--- config.mk ---
export PLATFORM = sky130hd
export DESIGN_NAME = frame_merger
export DESIGN_NICKNAME = d
export VERILOG_FILES = /design/src/hdl/merge_pkg.sv /design/src/hdl/frame_merger.sv /design/src/hdl/frame_fifo.sv /design/src/hdl/rr_arbiter.sv /design/src/hdl/input_stage.sv /design/src/hdl/frame_ctrl.sv
export VERILOG_INCLUDE_DIRS = /design/src /design/src/include
export SDC_FILE = /design/constraint.sdc
export NUM_CORES = 1
export LEC_CHECK = 0
export BUFFER_PORTS_ARGS = -buffer_cell sky130_fd_sc_hd__buf_2
export CORE_MARGIN = 10
export CORE_UTILIZATION = 41
export DETAILED_ROUTE_END_ITERATION = 7
export PLACE_DENSITY = 0.57
export REMOVE_ABC_BUFFERS = 1
export SETUP_SLACK_MARGIN = 0.02
export SLEW_MARGIN = 10
export SYNTH_ARGS = -nofsm -noshare
export SYNTH_HDL_FRONTEND = slang
export SYNTH_HIERARCHICAL = 1
export SYNTH_SLANG_ARGS = --single-unit
export TNS_END_PERCENT = 5
--- constraint.sdc ---
create_clock -name clk -period 4.1 [get_ports clk]
set_clock_uncertainty 0.15 [all_clocks]
set_input_delay 0.205 -clock clk [delete_from_list [all_inputs] [get_ports clk]]
set_output_delay 0.205 -clock clk [all_outputs]
set_load 0.03 [all_outputs]
--- src/include/merge_config.svh ---
`ifndef MERGE_CONFIG_SVH
`define MERGE_CONFIG_SVH

// --------------------------------------------------
// frame merger sizing
// --------------------------------------------------

// bits per data word on every input and on the output
`define MERGE_DATA_WIDTH 8

// entries in the merge FIFO, power of two and at least 2
`define MERGE_FIFO_HEIGHT 4

`endif
--- src/hdl/merge_pkg.sv ---
`include "merge_config.svh"

package merge_pkg;

  // one data word
  typedef logic [`MERGE_DATA_WIDTH-1:0] data_t;

  typedef logic src_id_t;                       // 0 means input 0

  // address bits of the FIFO, the pointers carry one more for wrap
  localparam int FIFO_ADDR_WIDTH = $clog2(`MERGE_FIFO_HEIGHT);

  typedef logic [FIFO_ADDR_WIDTH:0] fifo_ptr_t;   // wrap bit on top
  typedef logic [FIFO_ADDR_WIDTH:0] fifo_level_t; // 0 .. height

  // request/acknowledge control
  typedef enum logic [1:0] {
    CTRL_IDLE, // waiting for proc_req
    CTRL_RUN,  // frame in progress
    CTRL_ACK   // proc_ack high until proc_req drops
  } ctrl_state_t;

endpackage

--- src/hdl/frame_merger.sv ---
`timescale 1ns/1ps
`include "merge_config.svh"

module frame_merger
(
  input  logic                         clk,
  input  logic                         nreset,
  // request / acknowledge
  input  logic                         proc_req,
  input  logic                         proc_req_in0_en,
  input  logic                         proc_req_in1_en,
  output logic                         proc_ack,
  // input 0
  input  logic                         in0_valid,
  output logic                         in0_ready,
  input  logic [`MERGE_DATA_WIDTH-1:0] in0_data,
  input  logic                         in0_data_last,
  // input 1
  input  logic                         in1_valid,
  output logic                         in1_ready,
  input  logic [`MERGE_DATA_WIDTH-1:0] in1_data,
  input  logic                         in1_data_last,
  // merged output
  output logic                         out_valid,
  input  logic                         out_ready,
  output logic [`MERGE_DATA_WIDTH-1:0] out_data,
  output logic                         out_data_source_id,
  output logic                         out_data_last
);

  logic start;                          // one cycle at frame start
  logic in0_en;
  logic in1_en;
  logic held0;
  logic held1;
  logic frame_done0;
  logic frame_done1;
  logic grant0;
  logic grant1;
  logic [`MERGE_DATA_WIDTH-1:0] word0;
  logic [`MERGE_DATA_WIDTH-1:0] word1;
  logic wr_en;
  logic wr_last;
  logic [`MERGE_DATA_WIDTH-1:0] wr_data;
  logic wr_src;
  logic full;

  // --------------------------------------------------
  // control
  // --------------------------------------------------
  frame_ctrl u_ctrl
  (
    .clk             (clk),
    .nreset          (nreset),
    .proc_req        (proc_req),
    .proc_req_in0_en (proc_req_in0_en),
    .proc_req_in1_en (proc_req_in1_en),
    .out_valid       (out_valid),
    .out_ready       (out_ready),
    .out_data_last   (out_data_last),
    .start           (start),
    .in0_en          (in0_en),
    .in1_en          (in1_en),
    .proc_ack        (proc_ack)
  );

  // --------------------------------------------------
  // input stages
  // --------------------------------------------------
  // word_last is folded into frame_done inside each stage
  input_stage u_in0
  (
    .clk        (clk),
    .nreset     (nreset),
    .start      (start),
    .en         (in0_en),
    .grant      (grant0),
    .valid      (in0_valid),
    .data_last  (in0_data_last),
    .data       (in0_data),
    .ready      (in0_ready),
    .held       (held0),
    .word_last  (),
    .frame_done (frame_done0),
    .word       (word0)
  );

  input_stage u_in1
  (
    .clk        (clk),
    .nreset     (nreset),
    .start      (start),
    .en         (in1_en),
    .grant      (grant1),
    .valid      (in1_valid),
    .data_last  (in1_data_last),
    .data       (in1_data),
    .ready      (in1_ready),
    .held       (held1),
    .word_last  (),
    .frame_done (frame_done1),
    .word       (word1)
  );

  // --------------------------------------------------
  // arbitration and buffering
  // --------------------------------------------------
  rr_arbiter u_arb
  (
    .clk         (clk),
    .nreset      (nreset),
    .start       (start),
    .full        (full),
    .held0       (held0),
    .held1       (held1),
    .frame_done0 (frame_done0),
    .frame_done1 (frame_done1),
    .word0       (word0),
    .word1       (word1),
    .grant0      (grant0),
    .grant1      (grant1),
    .wr_en       (wr_en),
    .wr_last     (wr_last),
    .wr_data     (wr_data),
    .wr_src      (wr_src)
  );

  frame_fifo u_fifo
  (
    .clk                (clk),
    .nreset             (nreset),
    .start              (start),
    .wr_en              (wr_en),
    .wr_last            (wr_last),
    .out_ready          (out_ready),
    .wr_data            (wr_data),
    .wr_src             (wr_src),
    .full               (full),
    .out_valid          (out_valid),
    .out_data_last      (out_data_last),
    .out_data           (out_data),
    .out_data_source_id (out_data_source_id)
  );

endmodule

--- src/hdl/frame_fifo.sv ---
`timescale 1ns/1ps
`include "merge_config.svh"

module frame_fifo
(
  input  logic               clk,
  input  logic               nreset,
  input  logic               start,
  input  logic               wr_en,
  input  logic               wr_last,
  input  logic               out_ready,
  input  merge_pkg::data_t   wr_data,
  input  merge_pkg::src_id_t wr_src,
  output logic               full,
  output logic               out_valid,
  output logic               out_data_last,
  output merge_pkg::data_t   out_data,
  output merge_pkg::src_id_t out_data_source_id
);
  import merge_pkg::*;

  // storage, one entry per slot
  data_t       data_mem [`MERGE_FIFO_HEIGHT];
  logic        last_mem [`MERGE_FIFO_HEIGHT];
  src_id_t     src_mem  [`MERGE_FIFO_HEIGHT];

  fifo_ptr_t   wptr;
  fifo_ptr_t   rptr;
  fifo_level_t level;
  logic        empty;
  logic        rd_en;

  logic [FIFO_ADDR_WIDTH-1:0] waddr;
  logic [FIFO_ADDR_WIDTH-1:0] raddr;

  // --------------------------------------------------
  // pointers and level
  // --------------------------------------------------
  assign waddr = wptr[FIFO_ADDR_WIDTH-1:0];
  assign raddr = rptr[FIFO_ADDR_WIDTH-1:0];

  // power of two height, so plain increment wraps and flips the top bit
  always_ff @(posedge clk or negedge nreset)
  begin
    if (!nreset)
      wptr <= '0;
    else if (start)
      wptr <= '0;                    // new frame starts empty
    else if (wr_en)
      wptr <= wptr + 1'b1;
  end

  always_ff @(posedge clk or negedge nreset)
  begin
    if (!nreset)
      rptr <= '0;
    else if (start)
      rptr <= '0;
    else if (rd_en)
      rptr <= rptr + 1'b1;
  end

  // wrap bits differ with equal addresses when full
  assign level = wptr - rptr;
  assign full  = (level == fifo_level_t'(`MERGE_FIFO_HEIGHT));
  assign empty = (level == '0);

  // --------------------------------------------------
  // write side
  // --------------------------------------------------
  always_ff @(posedge clk)
  begin
    if (wr_en)
    begin
      data_mem[waddr] <= wr_data;
      last_mem[waddr] <= wr_last;
      src_mem[waddr]  <= wr_src;
    end
  end

  // --------------------------------------------------
  // read side
  // --------------------------------------------------
  assign out_valid = !empty;                 // head word shown combinationally
  assign rd_en     = out_valid && out_ready; // output handshake pops

  assign out_data           = data_mem[raddr];
  assign out_data_last      = last_mem[raddr];
  assign out_data_source_id = src_mem[raddr];

endmodule

--- src/hdl/rr_arbiter.sv ---
`timescale 1ns/1ps

module rr_arbiter
(
  input  logic              clk,
  input  logic              nreset,
  input  logic              start,
  input  logic              full,        // FIFO cannot take a word
  input  logic              held0,
  input  logic              held1,
  input  logic              frame_done0,
  input  logic              frame_done1,
  input  merge_pkg::data_t  word0,
  input  merge_pkg::data_t  word1,
  output logic              grant0,
  output logic              grant1,
  output logic              wr_en,
  output logic              wr_last,
  output merge_pkg::data_t  wr_data,
  output merge_pkg::src_id_t wr_src
);
  import merge_pkg::*;

  src_id_t last_grant; // input that won the previous grant

  // --------------------------------------------------
  // grant decision
  // --------------------------------------------------
  // a lone held word always wins, on a tie the other input goes first
  assign grant0 = !full && held0 && (last_grant == 1'b1 || !held1);
  assign grant1 = !full && held1 && (last_grant == 1'b0 || !held0);

  assign wr_en = grant0 || grant1;

  // --------------------------------------------------
  // write payload
  // --------------------------------------------------
  assign wr_data = grant0 ? word0 : word1;
  assign wr_src  = grant0 ? 1'b0 : 1'b1;

  // final word of the merged frame once both inputs are finished
  assign wr_last = frame_done0 && frame_done1;

  // --------------------------------------------------
  // round robin history
  // --------------------------------------------------
  always_ff @(posedge clk or negedge nreset)
  begin
    if (!nreset)
      last_grant <= 1'b0;
    else if (start)
      last_grant <= 1'b1;     // input 0 first in every frame
    else if (wr_en)
      last_grant <= wr_src;
  end

endmodule

--- src/hdl/input_stage.sv ---
`timescale 1ns/1ps

module input_stage
(
  input  logic            clk,
  input  logic            nreset,
  input  logic            start,      // frame start pulse
  input  logic            en,         // input takes part in this frame
  input  logic            grant,      // arbiter takes the held word now
  input  logic            valid,
  input  logic            data_last,
  input  merge_pkg::data_t data,
  output logic            ready,
  output logic            held,       // a word sits in the register
  output logic            word_last,  // last flag of the newest word, sticky
  output logic            frame_done,
  output merge_pkg::data_t word
);
  import merge_pkg::*;

  logic xfer;    // word accepted on this edge
  logic room;    // register free now or freed by the grant

  // --------------------------------------------------
  // input handshake
  // --------------------------------------------------
  assign room  = !held || grant;

  // no new words once the last one came in, and none in the start cycle
  assign ready = en && !start && !word_last && room;
  assign xfer  = ready && valid;

  // --------------------------------------------------
  // one word skid register
  // --------------------------------------------------
  always_ff @(posedge clk or negedge nreset)
  begin
    if (!nreset)
      held <= 1'b0;
    else if (room)
      held <= xfer;   // refill in the same cycle as a grant
  end

  always_ff @(posedge clk)
  begin
    if (xfer)
      word <= data;
  end

  // only written on transfers, so after the last word it stays high
  // and blocks the input until the next frame
  always_ff @(posedge clk or negedge nreset)
  begin
    if (!nreset)
      word_last <= 1'b0;
    else if (start)
      word_last <= 1'b0;
    else if (xfer)
      word_last <= data_last;
  end

  // --------------------------------------------------
  // completion
  // --------------------------------------------------
  // disabled input has nothing to send
  // enabled input is done once its last word is gone or going
  assign frame_done = !en || (word_last && room);

endmodule

--- src/hdl/frame_ctrl.sv ---
`timescale 1ns/1ps

module frame_ctrl
(
  input  logic clk,
  input  logic nreset,
  input  logic proc_req,
  input  logic proc_req_in0_en,
  input  logic proc_req_in1_en,
  input  logic out_valid,
  input  logic out_ready,
  input  logic out_data_last,
  output logic start,
  output logic in0_en,
  output logic in1_en,
  output logic proc_ack
);
  import merge_pkg::*;

  ctrl_state_t state;
  ctrl_state_t state_nxt;
  logic        req_prev;   // proc_req one cycle ago
  logic        last_sent;  // final word of the frame has left the output
  logic        frame_end;

  // --------------------------------------------------
  // frame start detection
  // --------------------------------------------------
  always_ff @(posedge clk or negedge nreset)
  begin
    if (!nreset)
      req_prev <= 1'b0;
    else
      req_prev <= proc_req;
  end

  assign start = proc_req && !req_prev; // first cycle of a request

  // enables sampled once per frame, stay put until the next start
  always_ff @(posedge clk or negedge nreset)
  begin
    if (!nreset)
    begin
      in0_en <= 1'b0;
      in1_en <= 1'b0;
    end
    else if (start)
    begin
      in0_en <= proc_req_in0_en;
      in1_en <= proc_req_in1_en;
    end
  end

  // --------------------------------------------------
  // end of frame tracking
  // --------------------------------------------------
  always_ff @(posedge clk or negedge nreset)
  begin
    if (!nreset)
      last_sent <= 1'b0;
    else if (start)
      last_sent <= 1'b0;                                   // new frame
    else if (out_valid && out_ready && out_data_last)
      last_sent <= 1'b1;
  end

  // a frame with no enabled input is finished right away
  assign frame_end = last_sent || (!in0_en && !in1_en);

  // --------------------------------------------------
  // control FSM
  // --------------------------------------------------
  always_comb
  begin
    state_nxt = state;
    case (state)
      CTRL_IDLE: if (start)      state_nxt = CTRL_RUN;
      CTRL_RUN:  if (frame_end)  state_nxt = CTRL_ACK;
      CTRL_ACK:  if (!proc_req)  state_nxt = CTRL_IDLE; // host released
      default:                   state_nxt = CTRL_IDLE;
    endcase
  end

  always_ff @(posedge clk or negedge nreset)
  begin
    if (!nreset)
      state <= CTRL_IDLE;
    else
      state <= state_nxt;
  end

  assign proc_ack = (state == CTRL_ACK);

endmodule

; ---- After elaboration in Yosys (flattened, before gate mapping)
; Memory sizes are Yosys's and may differ from the RTL's.
; Index checks and enable logic that the tools add are counted.
[totals]
regBits = 33
latch_bits = 0
ramBits = 40
romBits = 0
word_cells = 92
n_memories = 3
[memory_table]
columns = memory, depth, width, read_ports, rd_ports_with_merged_regs, wr, line
row1 = u_fifo.data_mem, 4, 8, 1, 0, 1, frame_fifo.sv:23  ; data_t data_mem [`MERGE_FIFO_HEIGHT];
row2 = u_fifo.last_mem, 4, 1, 1, 0, 1, frame_fifo.sv:24  ; logic last_mem [`MERGE_FIFO_HEIGHT];
row3 = u_fifo.src_mem, 4, 1, 1, 0, 1, frame_fifo.sv:25  ; src_id_t src_mem [`MERGE_FIFO_HEIGHT];
[op_classes]
add_sub_neg = 3
n_mul = 0
div = 0
magnitude_cmp = 0
eq_ne = 6
shifts = 0
mux = 20
bitwise_logic = 1
reduce_logical = 45
[ops]
columns = cell, count
row1 = logical AND 1 bit, 19
row2 = 2-to-1 mux 3 bit, 4
row3 = 2-to-1 mux 1 bit, 11
row4 = zero test 1 bit, 10
row5 = nonzero test 2 bit, 5
row6 = logical OR 1 bit, 8
row7 = 2-to-1 mux 8 bit, 1
row8 = adder 3 x 1 -> 3 bit (second input constant), 2
row9 = 2-to-1 mux 2 bit, 3
row10 = case mux 2 bit (3 select lines), 1
row11 = inequality test 2 x 1 -> 1 bit (second input constant), 2
row12 = equality test 3 bit (second input constant), 1
row13 = zero test 3 bit, 1
row14 = AND reduction 3 bit, 1
row15 = subtractor 3 bit, 1
row16 = equality test 2 x 1 -> 1 bit (second input constant), 1
row17 = equality test 2 bit (second input constant), 1
row18 = zero test 2 bit, 1
row19 = inequality test 2 bit (second input constant), 1
row20 = NOT 1 bit, 1

; ---- Depth between registers and ports, before layout
; Gate-level depths: netlist of the first run.
[logic_depth]
ltp_word = 10
depth_mapped = 13
mapped_depth_nobuf = 11

; ---- Hierarchy
; Netlist of the first run, hierarchy kept.
[by_module_without_submodules]
columns = mod, n_inst, cells_per_inst, area_per_inst_um2
row1 = frame_fifo, 1, 98, 1883.1
row2 = input_stage, 2, 19, 364.1
row3 = frame_ctrl, 1, 18, 254.0
row4 = rr_arbiter, 1, 21, 216.5

; ---- Worst setup path after synthesis of the first run
; OpenSTA, ideal clock, no wires.
[synth_timing]
path_kind = register to output
start = register u_fifo.rptr[1]
end = output port in0_ready
arrival_ns = 2.579
required_ns = 3.745
path_slack_ns = 1.166
stages_incl_launch_ff = 13
n_path_buf = 2
cell_sequence = dfrtp_1 buf_1 inv_1 ha_1 nor2b_1 xnor2_1 nor2_1 nand2b_1 a21o_1 buf_6 inv_1 nor2b_4 nor4b_2
[synth_between]
elab_chain_len = 7
[synth_lines]
columns = item, line
row1 = from (decl), frame_fifo.sv:28  ; fifo_ptr_t rptr;
row2 = from (signal assigned), frame_fifo.sv:60  ; rptr <= rptr + 1'b1;
row3 = subtractor 3 bit, frame_fifo.sv:64  ; assign level = wptr - rptr;
row4 = equality test 3 bit, frame_fifo.sv:65  ; assign full = (level == fifo_level_t'(`MERGE_FIFO_HEIGHT));
row5 = named net full, frame_merger.sv:46  ; logic full;
row6 = zero test 1 bit, rr_arbiter.sv:30  ; assign grant0 = !full && held0 && (last_grant == 1'b1 || !held1);
row7 = logical AND 1 bit (2 in series), rr_arbiter.sv:30
row8 = named net grant0, frame_merger.sv:38  ; logic grant0;
row9 = logical OR 1 bit, input_stage.sv:27  ; assign room = !held || grant;
row10 = logical AND 1 bit, input_stage.sv:30  ; assign ready = en && !start && !word_last && room;
row11 = to (decl), frame_merger.sv:15  ; output logic in0_ready,
; The timed path passes the listed nets, and every way through them passes these cells.

; ---- Worst setup path in the final report of the first run
[layout_timing]
start = register u_fifo.wptr[0]
end = output port in0_ready
[layout_between]
elab_chain_len = 7
[layout_lines]
columns = item, line
row1 = from (decl), frame_fifo.sv:27  ; fifo_ptr_t wptr;
row2 = from (signal assigned), frame_fifo.sv:50  ; wptr <= wptr + 1'b1;
row3 = subtractor 3 bit, frame_fifo.sv:64
row4 = equality test 3 bit, frame_fifo.sv:65
row5 = named net full, frame_merger.sv:46
row6 = zero test 1 bit, rr_arbiter.sv:30
row7 = logical AND 1 bit (2 in series), rr_arbiter.sv:30
row8 = named net grant0, frame_merger.sv:38
row9 = logical OR 1 bit, input_stage.sv:27
row10 = logical AND 1 bit, input_stage.sv:30
; The timed path passes the listed nets, and every way through them passes these cells.

==> flow_metrics.env, run 1 <==
export IMPL_status="completed"
export IMPL_place_gp_congestion=0.717
export IMPL_hold_buffers=24
export IMPL_hpwl_um=3600
export IMPL_wl_per_cell_um=15.7
export IMPL_path_buf_inv=3
export IMPL_finalSetupViolCount=0
export IMPL_finalNonFillerCells=351
export IMPL_synth_area_um2=3080
export IMPL_ir_drop_mv=0.276
export IMPL_fp_dieW_um=107
export IMPL_path_depth=11
export IMPL_clock_sinks=73
export IMPL_grt_pass1_wl_um=9040
export IMPL_critPathArrivalTime_ns=2.81
export IMPL_synth_edf_count=56
export IMPL_async_flop_share=0.233
export IMPL_synth_cell_types=35
export IMPL_maxCapViolations=0
export IMPL_period_share=0.772
export IMPL_pin_count=40
export IMPL_critPathLaunchType="register"
export IMPL_drive_above_1_share=0.345
export IMPL_r2r_start="u_fifo/wptr[0]"
export IMPL_drtPass1Iterations=4
export IMPL_area_delta_synth_final_pct=24.1
export IMPL_p_per_area_nw_per_um2=756
export IMPL_period_needed_ns=3.17
export IMPL_final_common_cell="edfxtp_1"
export IMPL_required_ns=3.74
export IMPL_yosysSeqAreaShare=0.684
export IMPL_antenna_left=0
export IMPL_min_path_type="in2reg"
export IMPL_avgSynthCellArea_um2=17.6
export IMPL_cp_max_fo=13
export IMPL_final_nets=280
export IMPL_clock_tree_root_cell="clkbuf_8"
export IMPL_insertion_delay_ns=0.34
export IMPL_core_um2=7290
export IMPL_antennaDiodeCount=0
export IMPL_p_leak_nw=1.50
export IMPL_worst_pin_slew_ns=0.709
export IMPL_worst_path_dominant_cell_family="simple AND/OR/NAND/NOR gates"
export IMPL_cpMostUsedCell="inv_1"
export IMPL_drv_slew=0
export IMPL_slew_headroom=0.526
export IMPL_synthFlopType="edfxtp_1"
export IMPL_reg2regPathDepth=10
export IMPL_wirelength_um=5510
export IMPL_critPathLaunch="u_fifo/wptr[0]"
export IMPL_drt_iter0_markers=59
export IMPL_drc=0
export IMPL_hold_depth=3
export IMPL_grt_pass1_vias=1736
export IMPL_mostFrequentLayoutCells="edfxtp_1, buf_2, dlygate4sd3_1"
export IMPL_max_freq_mhz=316
export IMPL_initial_core_util=0.423
export IMPL_rsz0062_at_grt="no"
export IMPL_placed_cells=311
export IMPL_cts_setup_buffers=0
export IMPL_ys_ff_latch=73
export IMPL_cts_tree="done"
export IMPL_track_usage=0.102
export IMPL_globalRouteOverflowTotal=0
export IMPL_syn_inst=175
export IMPL_antenna_found_initial=0
export IMPL_synth_warnings=6
export IMPL_rows=31
export IMPL_viasPerCell=4.68
export IMPL_numCtsBuffers=9
export IMPL_cp_cell_sequence="inv_1 > ha_1 > nor2b_1 > xnor2_1 > nor2_1 > nand2b_1 > a21o_1 > inv_1 > nor2b_4 > nor4b_2 > buf_2"
export IMPL_cts_resized=0
export IMPL_hp_start="in0_valid"
export IMPL_cpPeakStageDelay_ns=0.41
export IMPL_dieArea_um2=11400
export IMPL_cts_buffer_depth=2
export IMPL_hold_violations=0
export IMPL_vias=1642
export IMPL_cp_end_kind="output port"
export IMPL_fin_tns_setup_ns=0
export IMPL_cts_reportedPaths_clkPinSlew_ns=0.08
export IMPL_grt_max_degree=23
export IMPL_critical_path_class="reg2out"
export IMPL_cpMaxStageDelayCell="dfrtp_1"
export IMPL_portBuffers=39
export IMPL_die_h_um=107
export IMPL_htree_levels=3
==> stage by stage <==
stage / area (um2) / utilization / hold slack (ns) / worst slack, ns / power, mW
floorplan: 3060 / - / -0.241 / 1.07 / 2.06
global placement: 3390 / 0.465 / 0.00665 / 1.12 / 2.36
detailed placement: 3390 / 0.465 / 0.00753 / 1.04 / 2.37
CTS: 3820 / 0.525 / 0.00867 / 0.875 / 2.93
global route: 3820 / 0.525 / 0.00663 / 0.651 / 3.07
finish: 3820 / 0.525 / 0.0237 / 0.934 / 2.89
==> Yosys cell counts (2+ instances only) <==
cell / n / share of area
a31oi_1: 2 / 0.0041
and2_1: 5 / 0.010
dfrtp_1: 17 / 0.14
edfxtp_1: 56 / 0.55
ha_1: 7 / 0.028
inv_1: 7 / 0.0085
mux2_4: 11 / 0.054
mux2i_1: 2 / 0.0065
mux4_2: 10 / 0.073
nand2_1: 2 / 0.0024
nand2b_1: 7 / 0.014
nand4b_1: 2 / 0.0057
nand4bb_1: 2 / 0.0073
nor2_1: 13 / 0.016
nor2b_1: 5 / 0.010
nor2b_4: 3 / 0.013
nor4b_2: 2 / 0.0097
o21ai_0: 2 / 0.0032
o22ai_1: 2 / 0.0041
xnor2_1: 3 / 0.0085
==> tightest hold or removal path: stages <==
cell	delay, ns
buf_2	0.10
nand4bb_1	0.11
nand2b_1	0.06
==> registers in the layout, indices dropped and copies added (netlist names) <==
name	cells
u_in1/word_last	1
u_in0/held	1
u_arb/last_grant	1
u_ctrl/in1_en	1
u_ctrl/last_sent	1
u_fifo/src_mem	4
u_ctrl/state	2
u_fifo/last_mem	4
u_in0/word_last	1
u_fifo/wptr	3
u_ctrl/req_prev	1
u_in1/word	8
u_fifo/data_mem	32
u_in1/held	1
u_in0/word	8
u_fifo/rptr	3
u_ctrl/in0_en	1
==> per-layer routing <==
| metal | up-vias | part of all wire | global-route usage |
|---|---|---|---|
| li1 | 804 | - | - |
| met1 | 781 | 0.47 | 0.130 |
| met2 | 44 | 0.44 | 0.149 |
| met3 | 13 | 0.060 | 0.0389 |
| met4 | 0 | 0.022 | 0.0532 |
| met5 | - | 0 | 0 |
==> worst paths after layout <==
path	end	slack (ns)
worst max-delay path	in0_ready	0.93
worst min-delay path	u_in0/held	0.02
worst max register to register	u_in0/word[6]	1.07
worst min register to register	u_ctrl/last_sent	0.40
max in group asynchronous	u_fifo/wptr[0]	3.31
min in group asynchronous	u_in0/word_last	0.19
==> cell families (layout without fill, tap and decap cells) <==
group,count (synthesis),after routing,share of synthesized area
XOR/XNOR,4,4,0.0114
AO/OA/AOI/OAI,13,13,0.0317
adder cells (fa/ha/maj),7,7,0.0284
buffers and inverters,12,89,0.0175
AND/OR/NAND/NOR,42,42,0.0905
flip-flops,73,73,0.684
multiplexers,24,24,0.137
==> where the power goes <==
group | internal [mW] | switching (mW) | total, mW
registers | 1.11 | 0.0905 | 1.20
logic | 0.471 | 0.676 | 1.15
clock network | 0.280 | 0.270 | 0.550
total | 1.86 | 1.04 | 2.89
==> final cells by class <==
class / count / area, um2
Tap cell: 99 / 124
Timing Repair Buffer: 65 / 450
Fill cell: 642 / 3470
Clock buffer: 9 / 124
Sequential cell: 73 / 2110
Multi-Input combinational cell: 90 / 921
Clock inverter: 7 / 68.8
Inverter: 8 / 30.0
No activity file was read; power rests on OpenSTA's default activity.
==> run 2, diff against run 1 <==
- PLACE_DENSITY: 0.57 -> 0.59
- clock period: 4.1 -> 2.9 ns (I/O delays scaled with it)
==> run 2 against run 1 <==
Register-to-register slack lost 0.52 ns. Sequential power grew 41%. Die area is the same. Largest power group unchanged.
==> flow_metrics.env, run 2 (same netlist as run 1, synthesis figures left out) <==
export IMPL_status="completed"
export IMPL_rows=31
export IMPL_holdWs_ns=0.138
export IMPL_period_needed_ns=2.58
export IMPL_timing_rr_end="u_fifo/data_mem[0][4]"
export IMPL_fill_cells=620
export IMPL_numCtsBuffers=9
export IMPL_core_um2=7290
export IMPL_cts_buffer_depth=2
export IMPL_slew_headroom=0.648
export IMPL_cts_reportedPaths_clkPinSlew_ns=0.07
export IMPL_critPathLaunchType="register"
export IMPL_portBuffers=39
export IMPL_top_regs="u_fifo/data_mem (32), u_in0/word (8), u_in1/word (8)"
export IMPL_p_leak_nw=1.54
export IMPL_track_usage=0.103
export IMPL_clock_tree_root_cell="clkbuf_8"
export IMPL_pin_count=40
export IMPL_r2r_start="u_fifo/wptr[0]"
export IMPL_drive_above_1_share=0.356
export IMPL_drv_slew=0
export IMPL_vias=1655
export IMPL_fp_dieW_um=107
export IMPL_viasPerCell=4.60
export IMPL_globalRouteOverflowTotal=0
export IMPL_grt_pass1_wl_um=9270
export IMPL_antenna_left=0
export IMPL_maxCapViolations=0
export IMPL_antenna_found_initial=0
export IMPL_max_freq_mhz=387
export IMPL_finalSetupViolCount=0
export IMPL_required_ns=2.61
export IMPL_ff2ff_setup_slack_ns=0.55
export IMPL_drc=0
export IMPL_min_path_type="in2async"
export IMPL_rsz0062_at_grt="no"
export IMPL_cts_tree="done"
export IMPL_drt_iter0_markers=75
export IMPL_drtPass1Iterations=4
export IMPL_initial_core_util=0.423
export IMPL_final_common_cell="edfxtp_1"
export IMPL_hold_violations=0
export IMPL_worst_pin_slew_ns=0.527
export IMPL_largest_reg_flops=32
export IMPL_grt_max_degree=23
export IMPL_antennaDiodeCount=0
export IMPL_ir_drop_mv=0.454
export IMPL_period_share=0.890
export IMPL_critPathArrivalTime_ns=2.29
export IMPL_place_gp_congestion=0.705
export IMPL_grt_pass1_vias=1886
export IMPL_cp_max_fo=5
export IMPL_endpoint="in0_ready"
export IMPL_area_delta_synth_final_pct=26.7
export IMPL_hpwl_um=3670
export IMPL_dieArea_um2=11400
export IMPL_mostFrequentLayoutCells="edfxtp_1, buf_2, dlygate4sd3_1"
export IMPL_cp_end_kind="output port"
export IMPL_wl_per_cell_um=15.2
export IMPL_total_power_mw=4.13
export IMPL_largest_register="u_fifo/data_mem"
export IMPL_critical_path_class="reg2out"
export IMPL_die_h_um=107
export IMPL_clock_sinks=73
export IMPL_insertion_delay_ns=0.34
export IMPL_reg2regPathDepth=7
export IMPL_wirelength_um=5480
export IMPL_p_per_area_nw_per_um2=1060
export IMPL_htree_levels=3
export IMPL_final_nets=289
export IMPL_critPathLaunch="u_fifo/wptr[0]"
run 2: worst max-delay path: stages (launching register included):
cell,delay (ns)
dfrtp_1,0.39
inv_1,0.10
ha_1,0.15
nor2b_1,0.15
xnor2_1,0.15
nor2_1,0.09
nand2b_1,0.17
a21o_1,0.17
inv_1,0.09
nor2b_4,0.06
nor4b_2,0.21
clkbuf_4,0.24
run 2: repair_timing:
| action | 4_1_cts | 5_1_grt |
|---|---|---|
| resized for setup | 0 | 1 |
| endpoints found under the setup margin | 0 | 1 |
| buffers inserted | 0 | 1 |
| hold buffers | 27 | 0 |
| endpoints found under the hold margin | 42 | 0 |
run 2: per-layer routing:
metal	track usage	routed length, um	vias up
met5	0	0	-
met2	0.171	2740	32
met4	0.0435	94	0
met3	0.0311	201	9
li1	-	-	823
met1	0.122	2450	791
run 2: worst min path at each step:
stage                      start          endpoint  slack [ns]
after floorplan           nreset  u_arb/last_grant       -0.30
after global placement    nreset   u_ctrl/req_prev       -0.05
after detailed placement  nreset   u_ctrl/req_prev       -0.05
after CTS                 nreset   u_in0/word_last        0.12
after global routing      nreset  u_arb/last_grant        0.17
final                     nreset   u_in0/word_last        0.14
run 2: power by group:
part           internal (mW)  switching [mW]
clock                  0.400           0.369
combinational          0.719           0.958
sequential              1.56           0.127
total                   2.68            1.45
run 2: cell type report:
class | count | area, um2 | area share
clock buffers | 10 | 128 | 0.0327
clock inverters | 6 | 67.6 | 0.0173
inverters | 8 | 30.0 | 0.00769
multi-input cells | 90 | 921 | 0.236
flip-flops and latches | 73 | 2110 | 0.540
well taps | 99 | 124 | 0.0317
repair buffers | 74 | 528 | 0.135
run 2: stage by stage:
stage | util | cell area (um2) | std cells | setup WS (ns) | setup TNS [ns]
CTS | 0.534 | 3890 | 359 | 0.216 | 0
finish | 0.536 | 3910 | 360 | 0.318 | 0
global placement | 0.470 | 3430 | 316 | 0.525 | 0
detailed placement | 0.470 | 3430 | 316 | 0.448 | 0
floorplan | - | 3060 | 171 | -0.0665 | -0.578
global route | 0.536 | 3910 | 360 | 0.0872 | 0
==> run 3, diff against run 2 <==
- GPL_ROUTABILITY_DRIVEN: unset -> 1
- RECOVER_POWER: unset -> 100
==> run 3 against run 2 <==
Non-clock buffer count did not move. Design area fell by 2.3%. Critical path depth fell by 1. Sequential power barely moved. Hold slack improved by 0.21 ns. Clock-buffer cell count did not move. Worst setup slack got worse by 0.031 ns. Die area did not move. Core utilization fell by 1.2 points. First-iteration DRC count rose by 5.3%. Cell count did not move. Flip-flop and latch count did not move. Critical endpoint is now u_fifo/wptr[2]. Largest cell class unchanged.
==> flow_metrics.env, run 3 (same netlist as run 1, synthesis figures left out) <==
export IMPL_largest_register="u_fifo/data_mem"
export IMPL_final_area_um2=3820
export IMPL_mostFrequentLayoutCells="edfxtp_1, dlygate4sd3_1, buf_2"
export IMPL_grt_pass1_vias=1886
export IMPL_top_regs="u_fifo/data_mem (32), u_in0/word (8), u_in1/word (8)"
export IMPL_grt_max_degree=23
export IMPL_drc=0
export IMPL_antenna_found_initial=0
export IMPL_drt_iter0_markers=79
export IMPL_critPathLaunch="u_fifo/wptr[0]"
export IMPL_max_freq_mhz=383
export IMPL_antennaDiodeCount=0
export IMPL_die_h_um=107
export IMPL_wirelength_um=5500
export IMPL_globalRouteOverflowTotal=0
export IMPL_grtUsageMet3=0.0311
export IMPL_hold_violations=0
export IMPL_vias=1678
export IMPL_timing_rr_end="u_fifo/wptr[2]"
export IMPL_worst_path_dominant_cell_family="simple AND/OR/NAND/NOR gates"
export IMPL_rows=31
export IMPL_min_path_type="in2async"
export IMPL_cpPeakStageDelay_ns=0.56
export IMPL_dieArea_um2=11400
export IMPL_r2r_start="u_fifo/wptr[0]"
export IMPL_maxCapViolations=0
export IMPL_clock_tree_root_cell="clkbuf_8"
export IMPL_finalNonFillerCells=360
export IMPL_clock_sinks=73
export IMPL_area_delta_synth_final_pct=23.8
export IMPL_p_per_area_nw_per_um2=1050
export IMPL_viasPerCell=4.66
export IMPL_cp_cell_sequence="inv_1 > ha_1 > nor2b_1 > xnor2_1 > nor2_1 > nor2_1 > and2_0 > clkbuf_1 > xnor2_1 > nor2_1"
export IMPL_htree_levels=3
export IMPL_numCtsBuffers=9
export IMPL_finalSetupViolCount=0
export IMPL_drv_slew=0
export IMPL_path_buf_inv=2
export IMPL_grt_pass1_wl_um=9270
export IMPL_status="completed"
export IMPL_ir_drop_mv=0.442
export IMPL_reg2regPathDepth=10
export IMPL_regArea_um2=2110
export IMPL_cts_buffer_depth=2
export IMPL_grtUsageMet1=0.122
export IMPL_endpoint="u_fifo/wptr[2]"
export IMPL_antenna_left=0
export IMPL_dpl_cell_area_um2=3430
export IMPL_cpMostUsedCell="nor2_1"
export IMPL_pin_count=40
export IMPL_cts_tree="done"
export IMPL_top_usage_layer="met2"
export IMPL_critPathLaunchType="register"
export IMPL_portBuffers=39
export IMPL_cp_end_kind="register"
export IMPL_p_leak_nw=1.44
export IMPL_fill_cells=635
export IMPL_hpwl_um=3670
export IMPL_final_nets=289
export IMPL_required_ns=2.95
export IMPL_place_gp_congestion=0.705
export IMPL_total_power_mw=4.00
export IMPL_drive_above_1_share=0.261
export IMPL_track_usage=0.103
export IMPL_worst_pin_slew_ns=0.974
export IMPL_period_share=0.901
export IMPL_drtPass1Iterations=4
export IMPL_slew_headroom=0.351
export IMPL_insertion_delay_ns=0.34
export IMPL_wl_per_cell_um=15.3
export IMPL_largest_reg_flops=32
export IMPL_rsz0062_at_grt="no"
export IMPL_initial_core_util=0.423
export IMPL_grt_util_met2=0.171
export IMPL_cpMaxStageDelayCell="clkbuf_1"
export IMPL_path_depth=10
export IMPL_ff2ff_setup_slack_ns=0.29
export IMPL_core_um2=7290
export IMPL_cp_max_fo=11
export IMPL_critical_path_class="reg2reg"
export IMPL_critPathArrivalTime_ns=2.66
export IMPL_multi_input_area_um2=862
export IMPL_period_needed_ns=2.61
export IMPL_placed_cells=316
export IMPL_final_common_cell="edfxtp_1"
export IMPL_fp_dieW_um=107
export IMPL_cts_reportedPaths_clkPinSlew_ns=0.07
run 3: layer usage:
metal	vias to the layer above	routed length (um)
met3	7	214
met4	0	76
met5	-	0
met1	815	2440
met2	36	2770
li1	820	-
run 3: area by class of cell:
cell class	instances	area share
repair buffers	74	0.130
multi-input cells	90	0.226
inverters	8	0.00787
well taps	99	0.0325
flip-flops and latches	73	0.552
clock inverters	6	0.0177
clock buffers	10	0.0334
run 3: per-stage QoR:
stage / worst slack, ns / utilization / TNS (ns) / hold WS, ns
finish: 0.287 / 0.523 / 0 / 0.346
global route: 0.0494 / 0.523 / 0 / 0.346
CTS: 0.216 / 0.534 / 0 / 0.120
detailed placement: 0.448 / 0.470 / 0 / -0.0491
global placement: 0.525 / 0.470 / 0 / -0.0536
floorplan: -0.0665 / - / -0.578 / -0.301
run 3: how the worst min path moves through the flow:
stage / end / cells after the start / from / slack, ns
floorplan: u_arb/last_grant / 0 / nreset / -0.30
global placement: u_ctrl/req_prev / 1 / nreset / -0.05
detailed placement: u_ctrl/req_prev / 1 / nreset / -0.05
CTS: u_in0/word_last / 2 / nreset / 0.12
global route: u_in0/word[1] / 2 / in0_data[1] / 0.35
finish: u_in0/word_last / 2 / nreset / 0.35
run 3: where the power goes:
part           internal (mW)  total (mW)  switching [mW]  leakage [nW]
Sequential              1.56        1.69           0.126         0.727
Combinational          0.601        1.54           0.942         0.620
Clock                  0.400       0.767           0.367        0.0929
Total                   2.57        4.00            1.43          1.44
run 3: repair_timing:
| item | 4_1_cts | 5_1_grt |
|---|---|---|
| hold buffers | 27 | 0 |
| endpoints found under the hold margin | 42 | 0 |
| endpoints found under the setup margin | 0 | 1 |
| gates resized for setup | 0 | 1 |
| buffers inserted | 0 | 1 |
